<file path="config.mk">
export PLATFORM = sky130hd
export DESIGN_NAME = multiplier
export DESIGN_NICKNAME = d
export VERILOG_FILES = /design/src/source/mulPkg.sv /design/src/source/buttonSync.sv /design/src/source/mulControl.sv /design/src/source/addSub9.sv /design/src/source/regUnit.sv /design/src/source/hexDriver.sv /design/src/source/multiplier.sv
export VERILOG_INCLUDE_DIRS = /design/src /design/src/source
export SDC_FILE = /design/constraint.sdc
export NUM_CORES = 1
export LEC_CHECK = 0
export ABC_AREA = 1
export BUFFER_PORTS_ARGS = -buffer_cell sky130_fd_sc_hd__buf_2
export CAP_MARGIN = 30
export CORE_UTILIZATION = 50
export DETAILED_ROUTE_END_ITERATION = 12
export MAX_ROUTING_LAYER = met4
export PLACE_DENSITY = 0.78
export SETUP_SLACK_MARGIN = 0.5
export SLEW_MARGIN = 20
export SYNTH_ARGS = -nofsm -noshare
export SYNTH_HDL_FRONTEND = slang
export SYNTH_SLANG_ARGS = --single-unit
</file>
<file path="constraint.sdc">
create_clock -name Clk -period 7.3 [get_ports Clk]
set_input_delay 0.73 -clock Clk [delete_from_list [all_inputs] [get_ports Clk]]
set_output_delay 0.73 -clock Clk [all_outputs]
set_load 0.03 [all_outputs]
</file>
<file path="src/source/mul_params.svh">
`ifndef MUL_PARAMS_SVH
`define MUL_PARAMS_SVH

// Operand width in bits
// A and B each hold one operand, X is one extra sign bit
`define MUL_WIDTH 8

// Add/shift pairs per product, one per multiplier bit
// The last pair subtracts to weight the sign bit negatively
`define MUL_STEPS `MUL_WIDTH

// Flops per button synchronizer, not counting the edge flop
`define MUL_SYNC_STAGES 2

`endif

</file>
<file path="src/source/mulPkg.sv">
`include "mul_params.svh"

package mulPkg;

    // One command word per cycle from the FSM to the datapath
    // Clear and load share a cycle on a load press
    // Add and subtract share the final add cycle
    typedef struct packed {
        // Zero A and X
        logic clearAX;
        // Copy sw into B
        logic loadB;
        // A and X take the adder result
        logic addStep;
        // Adder subtracts sw on the final step only
        logic subStep;
        // Arithmetic shift of {X, A, B} by one
        logic shiftStep;
    } mulCtrl_t;

    // Sequencer states
    typedef enum logic [2:0] {
        idle     = 3'd0,
        clearing = 3'd1,
        adding   = 3'd2,
        shifting = 3'd3,
        holding  = 3'd4
    } mulState_t;

    // Adder result with the new sign flag as MSB
    typedef struct packed {
        logic                   xNext;
        logic [`MUL_WIDTH-1:0]  aNext;
    } addSum_t;

endpackage

</file>
<file path="src/source/buttonSync.sv">
`timescale 1ns/1ps
`include "mul_params.svh"

module buttonSync (
    input  logic Clk,
    input  logic rst,
    input  logic clearALoadB,
    input  logic run,
    output logic loadPulse,
    output logic runPulse,
    output logic runLevel
);

    // Bit 0 is the load button, bit 1 is run
    logic [1:0] pressed;
    logic [`MUL_SYNC_STAGES-1:0][1:0] syncChain;
    logic [1:0] level;
    logic [1:0] prevLevel;

    // Buttons are active low, flip to a pressed level
    assign pressed = ~{run, clearALoadB};

    always_ff @(posedge Clk) begin
        if (rst) begin
            syncChain <= '0;
            prevLevel <= '0;
        end else begin
            // New sample enters at stage 0 and moves up one stage per cycle
            syncChain <= {syncChain[`MUL_SYNC_STAGES-2:0], pressed};
            prevLevel <= level;
        end
    end

    assign level = syncChain[`MUL_SYNC_STAGES-1];

    // Rising edge of the pressed level, i.e. falling edge of the pin
    assign loadPulse = level[0] & ~prevLevel[0];
    assign runPulse  = level[1] & ~prevLevel[1];

    // Held level lets the FSM wait for the run button to be released
    assign runLevel = level[1];

endmodule

</file>
<file path="src/source/mulControl.sv">
`timescale 1ns/1ps
`include "mul_params.svh"

module mulControl (
    input  logic             Clk,
    input  logic             rst,
    input  logic             loadPulse,
    input  logic             runPulse,
    input  logic             runLevel,
    output mulPkg::mulCtrl_t ctrl
);

    import mulPkg::*;

    localparam int CntW = (`MUL_STEPS > 1) ? $clog2(`MUL_STEPS) : 1;
    localparam logic [CntW-1:0] LastStep = CntW'(`MUL_STEPS - 1);

    mulState_t state;
    mulState_t stateNext;
    logic [CntW-1:0] stepCount;

    always_ff @(posedge Clk) begin
        if (rst) begin
            state     <= idle;
            stepCount <= '0;
        end else begin
            state <= stateNext;
            // Counter restarts on every new product
            if (state == clearing) begin
                stepCount <= '0;
            end else if (state == shifting) begin
                stepCount <= (stepCount == LastStep) ? '0 : stepCount + 1'b1;
            end
        end
    end

    always_comb begin
        stateNext = state;
        case (state)
            idle: begin
                if (runPulse) begin
                    stateNext = clearing;
                end
            end
            clearing: stateNext = adding;
            adding:   stateNext = shifting;
            shifting: begin
                // Result sits in {X, A, B} once the last pair is done
                if (stepCount == LastStep) begin
                    stateNext = holding;
                end else begin
                    stateNext = adding;
                end
            end
            holding: begin
                // Wait for release so a long press runs only once
                if (runPulse) begin
                    stateNext = clearing;
                end else if (!runLevel) begin
                    stateNext = idle;
                end
            end
            default: stateNext = idle;
        endcase
    end

    // Command decode from state
    // Load is the one input-driven term and must act in the pulse cycle
    always_comb begin
        ctrl = '0;
        case (state)
            idle, holding: begin
                ctrl.clearAX = loadPulse;
                ctrl.loadB   = loadPulse;
            end
            clearing: ctrl.clearAX = 1'b1;
            adding: begin
                ctrl.addStep = 1'b1;
                // Sign bit of B has negative weight
                ctrl.subStep = (stepCount == LastStep);
            end
            shifting: ctrl.shiftStep = 1'b1;
            default: ctrl = '0;
        endcase
    end

    // Datapath cannot add and shift in one cycle
    assert property (@(posedge Clk) disable iff (rst)
        !(ctrl.addStep && ctrl.shiftStep));

    assert property (@(posedge Clk) disable iff (rst)
        ctrl.subStep |-> ctrl.addStep);

    // A press during a product must not restart the step count
    assert property (@(posedge Clk) disable iff (rst)
        (runPulse && (state == adding || state == shifting)) |=>
            ((state != clearing) &&
             ((stepCount >= $past(stepCount)) || (state == holding))));

endmodule

</file>
<file path="src/source/addSub9.sv">
`timescale 1ns/1ps
`include "mul_params.svh"

module addSub9 (
    input  logic [`MUL_WIDTH-1:0] A,
    input  logic                  X,
    input  logic [`MUL_WIDTH-1:0] sw,
    input  logic                  mBit,
    input  logic                  subStep,
    output mulPkg::addSum_t       sum
);

    localparam int ExtW = `MUL_WIDTH + 1;

    logic [ExtW-1:0] aExt;
    logic [ExtW-1:0] swExt;
    logic [ExtW-1:0] operand;
    logic [ExtW-1:0] rippleSum;
    logic [ExtW-1:0] result;
    logic [ExtW-1:0] carry;

    // X always equals A's sign after a shift or a clear,
    // so {X, A} is the sign-extended A
    assign aExt  = {X, A};
    assign swExt = {sw[`MUL_WIDTH-1], sw};

    // Subtract as add of the inverted operand with carry in set
    assign operand  = swExt ^ {ExtW{subStep}};
    assign carry[0] = subStep;

    genvar i;
    generate
        for (i = 0; i < ExtW; i++) begin : gFullAdder
            assign rippleSum[i] = aExt[i] ^ operand[i] ^ carry[i];
            // Carry out of the top cell is dropped
            if (i < ExtW - 1) begin : gCarry
                assign carry[i+1] = (aExt[i] & operand[i]) |
                                    (carry[i] & (aExt[i] ^ operand[i]));
            end
        end
    endgenerate

    // Multiplier bit clear means A is kept as is
    assign result = mBit ? rippleSum : aExt;

    assign sum.xNext = result[ExtW-1];
    assign sum.aNext = result[`MUL_WIDTH-1:0];

endmodule

</file>
<file path="src/source/regUnit.sv">
`timescale 1ns/1ps
`include "mul_params.svh"

module regUnit (
    input  logic                  Clk,
    input  logic                  rst,
    input  mulPkg::mulCtrl_t      ctrl,
    input  logic [`MUL_WIDTH-1:0] sw,
    input  mulPkg::addSum_t       sum,
    output logic [`MUL_WIDTH-1:0] Aval,
    output logic [`MUL_WIDTH-1:0] Bval,
    output logic                  X
);

    always_ff @(posedge Clk) begin
        if (rst) begin
            X    <= 1'b0;
            Aval <= '0;
            Bval <= '0;
        end else if (ctrl.clearAX || ctrl.loadB) begin
            // Clear and load may come together on a load press
            if (ctrl.clearAX) begin
                X    <= 1'b0;
                Aval <= '0;
            end
            if (ctrl.loadB) begin
                Bval <= sw;
            end
        end else if (ctrl.addStep) begin
            // Adder already passes A through when B[0] is 0
            X    <= sum.xNext;
            Aval <= sum.aNext;
        end else if (ctrl.shiftStep) begin
            // X is kept, so the shift is arithmetic over {X, A, B}
            Aval <= {X, Aval[`MUL_WIDTH-1:1]};
            Bval <= {Aval[0], Bval[`MUL_WIDTH-1:1]};
        end
    end

    // Loading B mid-product would corrupt the multiplier bits
    assert property (@(posedge Clk) disable iff (rst)
        !(ctrl.loadB && ctrl.shiftStep));

endmodule

</file>
<file path="src/source/hexDriver.sv">
`timescale 1ns/1ps

module hexDriver (
    input  logic [3:0] nibble,
    output logic [6:0] segments
);

    // Bit order is {g, f, e, d, c, b, a}, a 0 lights the segment
    always_comb begin
        case (nibble)
            4'h0: segments = 7'b1000000;
            4'h1: segments = 7'b1111001;
            4'h2: segments = 7'b0100100;
            4'h3: segments = 7'b0110000;
            4'h4: segments = 7'b0011001;
            4'h5: segments = 7'b0010010;
            4'h6: segments = 7'b0000010;
            4'h7: segments = 7'b1111000;
            4'h8: segments = 7'b0000000;
            4'h9: segments = 7'b0010000;
            // Letters b and d are lower case so they differ from 8 and 0
            4'hA: segments = 7'b0001000;
            4'hB: segments = 7'b0000011;
            4'hC: segments = 7'b1000110;
            4'hD: segments = 7'b0100001;
            4'hE: segments = 7'b0000110;
            4'hF: segments = 7'b0001110;
            default: segments = 7'b1111111;
        endcase
    end

endmodule

</file>
<file path="src/source/multiplier.sv">
`timescale 1ns/1ps
`include "mul_params.svh"

module multiplier (
    input  logic                  Clk,
    input  logic                  rst,
    input  logic                  clearALoadB,
    input  logic                  run,
    input  logic [`MUL_WIDTH-1:0] sw,
    output logic [`MUL_WIDTH-1:0] Aval,
    output logic [`MUL_WIDTH-1:0] Bval,
    output logic                  X,
    output logic [6:0]            AhexU,
    output logic [6:0]            AhexL,
    output logic [6:0]            BhexU,
    output logic [6:0]            BhexL
);

    import mulPkg::*;

    logic     loadPulse;
    logic     runPulse;
    logic     runLevel;
    mulCtrl_t ctrl;
    addSum_t  sum;

    // Button edges to single-cycle pulses
    buttonSync buttonSync0 (
        .Clk         (Clk),
        .rst         (rst),
        .clearALoadB (clearALoadB),
        .run         (run),
        .loadPulse   (loadPulse),
        .runPulse    (runPulse),
        .runLevel    (runLevel)
    );

    mulControl mulControl0 (
        .Clk       (Clk),
        .rst       (rst),
        .loadPulse (loadPulse),
        .runPulse  (runPulse),
        .runLevel  (runLevel),
        .ctrl      (ctrl)
    );

    // B[0] is the current multiplier bit
    addSub9 addSub90 (
        .A       (Aval),
        .X       (X),
        .sw      (sw),
        .mBit    (Bval[0]),
        .subStep (ctrl.subStep),
        .sum     (sum)
    );

    regUnit regUnit0 (
        .Clk  (Clk),
        .rst  (rst),
        .ctrl (ctrl),
        .sw   (sw),
        .sum  (sum),
        .Aval (Aval),
        .Bval (Bval),
        .X    (X)
    );

    // Two digits per register show its low byte
    hexDriver hexAU (.nibble(Aval[7:4]), .segments(AhexU));
    hexDriver hexAL (.nibble(Aval[3:0]), .segments(AhexL));
    hexDriver hexBU (.nibble(Bval[7:4]), .segments(BhexU));
    hexDriver hexBL (.nibble(Bval[3:0]), .segments(BhexL));

endmodule

</file>
==> impl_metrics.toml <==
[outcome]
status = "complete, no violations"

[grt]
grt_max_degree = 31
gr-usage-all-layers_pct = 22.00
grt_pass1_wl_mm = 12.25
antenna_found_initial = 0
grt_pass1_vias = 2746
grt_overflow = 0

[setup_path]
end_kind = "flip-flop"
slowest_delay_ns = 0.55
crit_arrival_ns = 5.15
timing.reg2reg.setup_slack_ns = 2.44
start_kind = "flip-flop"
critPathRequiredTime_ns = 7.59
worstPathMaxFanout = 9
crit_top_cell = "fa_1"
rr_endpoint = "hexAU.segments[4]"
path_class = "flip-flop to flip-flop"
r2r_start = "mulControl0.state[1]"
cp_slowest_cell = "dfxtp_1"
r2r_cells = 17
crit_buf_inv = 0
path_cells = "nand2_4 -> nor2_8 -> nand2_2 -> xor2_1 -> fa_1 -> fa_1 -> fa_1 -> fa_1 -> fa_1 -> fa_1 -> fa_1 -> nor2_1 -> nor3_4 -> nor2_1 -> nor2_4 -> nand3_1 -> nand2_1"
cp_top_family = "adder cells"

[clocking]
numCtsBuffers = 9
ctsHoldBuffers = 0
cts_buffer_depth = 2
cts_root_buf = "clkbuf_8"
clk_pin_slew_worst_paths_ns = 0.06
cts-resized-gates = 0
cts_max_level = 3
worst_skew_pair.late_latency_ns = 0.35
post_cts.repair.setup_buffers = 0
cts_tree = "yes"
cts_num_sinks = 57

[sta]
max_slew_margin_pct = 68.55
fmax_mhz = 205.8
rsz0062_at_grt = "false"
worst_pin_slew_ns = 0.4711
final-max-slew-violation-count = 0
fin_skew_ns = 0.008815
fin_crit_ns = 4.859
finalSetupViolCount = 0
timing.final.crit_share_pct = 66.56
setup_tns_ns = 0
finalHoldViolations = 0

[die]
row_count = 30
core_area_sq_mm = 0.006832
die_area_sq_mm = 0.007418
io-pin-count = 57
die_width_microns = 86.13
fp.dieH_microns = 86.13
start_util_pct = 51.79

[final_layout]
final_common_cell = "nand2_1"
final_cell_mix = "nand2_1 (144), inv_1 (65), dfxtp_1 (57), buf_2 (56), nand3_1 (55)"
stdcell_area_sq_mm = 0.004066
nets = 586
antenna_cells = 0
drive_gt1_share_pct = 21.94
post-route-util_pct = 59.52
area_growth_pct = 14.92

[detailed_routing]
drt-wirelength-per-cell_microns = 11.47
dr.pass1.iters = 4
ant_nets = 0
drc = 0
via_per_inst = 4.865
drt_iter0_drc = 146
via_count = 3128
wirelength_mm = 7.372

[min_path]
hold_class = "flip-flop to flip-flop"
hold_depth = 2
worstHoldEndpoint = "buttonSync0.level[1]"
hold_path_startpoint = "buttonSync0.syncChain[1]"

[yosys]
synth_nets = 528
synth_area_leader_cell = "dfxtp_1"
ys_warn_count = 0
synth_area_sq_mm = 0.003538
synth_seq_cells = 57
ys_types = 33
synth_top_area_share_pct = 32.25
synth_area_per_cell_sq_um = 7.311
synth_area_leaders = "dfxtp_1 (32%), nand2_1 (15%), ha_1 (8.8%)"
seq_area_frac_synth_pct = 32.25
syn_inst = 484

[placement]
placed_area_sq_mm = 0.003859
dp_hpwl_mm = 5.377
place_congestion = 0.8786
port_buffers = 56

[power_and_ir_drop]
vdd_drop_max_mv = 0.1502
p_per_area_mw_per_mm2 = 324.9
p_leak_nw = 2.291

[job]
drv_cap = 0
-- tightest hold or removal path: stages, from the launching register on --
cell and delay (ns):
dfxtp_1 0.30, inv_1 0.04, nor2_1 0.03
-- worst max-delay path by stage --
stage                              from           endpoint  slack (ns)  depth (start not counted)
3_5_place_dp       mulControl0.state[1]  hexAU.segments[4]        2.48                         17
2_1_floorplan  mulControl0.stepCount[0]  hexAU.segments[2]        2.84                         17
4_1_cts            mulControl0.state[1]  hexAU.segments[4]        2.45                         17
6_report           mulControl0.state[1]  hexAU.segments[4]        2.44                         17
5_1_grt            mulControl0.state[1]  hexAU.segments[4]        2.16                         17
3_3_place_gp       mulControl0.state[1]  hexAU.segments[5]        2.56                         17
-- registers in the layout (all words and copies together), names as in the netlist --
name,flops
buttonSync0.prevLevel,2
hexBU.segments,7
regUnit0.X,1
mulControl0.state,3
buttonSync0.level,2
hexAU.segments,7
hexAL.segments,7
regUnit0.Aval,8
regUnit0.Bval,8
buttonSync0.syncChain,2
hexBL.segments,7
mulControl0.stepCount,3
-- metal layers --
| metal | global-route usage, % | wire (microns) | vias up |
|---|---|---|---|
| met2 | 34.92 | 3528 | 81 |
| met5 | - | 0 | - |
| met4 | 9.848 | 140 | 0 |
| met3 | 4.812 | 358 | 10 |
| li1 | - | - | 1633 |
| met1 | 26.77 | 3344 | 1404 |
-- kinds of logic (layout without fill, tap and decap cells) --
| family | count (synthesis) | after routing | share of synthesized area (%) |
|---|---|---|---|
| AO/OA/AOI/OAI | 30 | 30 | 4.703 |
| flip-flops | 57 | 57 | 32.25 |
| adder cells (fa/ha/maj) | 32 | 32 | 12.80 |
| AND/OR/NAND/NOR | 274 | 274 | 38.05 |
| XOR/XNOR | 9 | 9 | 2.228 |
| buffers and inverters | 82 | 145 | 9.971 |
-- cell type report --
| cell class | instances | area [sq um] |
|---|---|---|
| clock buffers | 14 | 182.7 |
| clock inverters | 2 | 10.01 |
| fillers | 644 | 2765 |
| inverters | 72 | 272.8 |
| multi-input cells | 345 | 2044 |
| flip-flops and latches | 57 | 1141 |
| well taps | 96 | 120.1 |
| repair buffers | 57 | 295.3 |
-- through the flow --
stage / power, mW / hold WS (ns) / std cells / setup WS (ns)
after floorplan: 0.9134 / 0.3883 / 484 / 2.837
after global placement: 1.027 / 0.3926 / 626 / 2.565
after detailed placement: 1.040 / 0.3924 / 626 / 2.477
after CTS: 1.326 / 0.4045 / 642 / 2.450
after global routing: 1.418 / 0.4276 / 643 / 2.158
final: 1.321 / 0.4020 / 643 / 2.441
-- cells in the mapped netlist --
cell      count
nor3_4        2
xnor2_1       1
o21ai_0      14
inv_1        65
nand3_1      55
o21ai_1       3
inv_4         1
inv_2         6
dfxtp_1      57
a31oi_1       1
o21ai_2       2
nor3_1        1
nand4_1      11
buf_4         2
nand3_4       2
a21oi_1       7
nor2_8        2
nor2_4        4
o211ai_1      1
ha_1         25
a211oi_1      2
fa_1          7
nand3_2       5
nand2_1     144
nor2_1       23
nand2_4       2
buf_6         4
nand2_2      17
xor2_1        8
nand3b_1      1
or2_2         2
nor2_2        3
buf_2         4
-- power by group --
group,internal [mW],switching (mW)
logic,0.185,0.433
clock network,0.159,0.126
registers,0.379,0.0393
total,0.723,0.598
No activity file was read; power rests on OpenSTA's default activity.
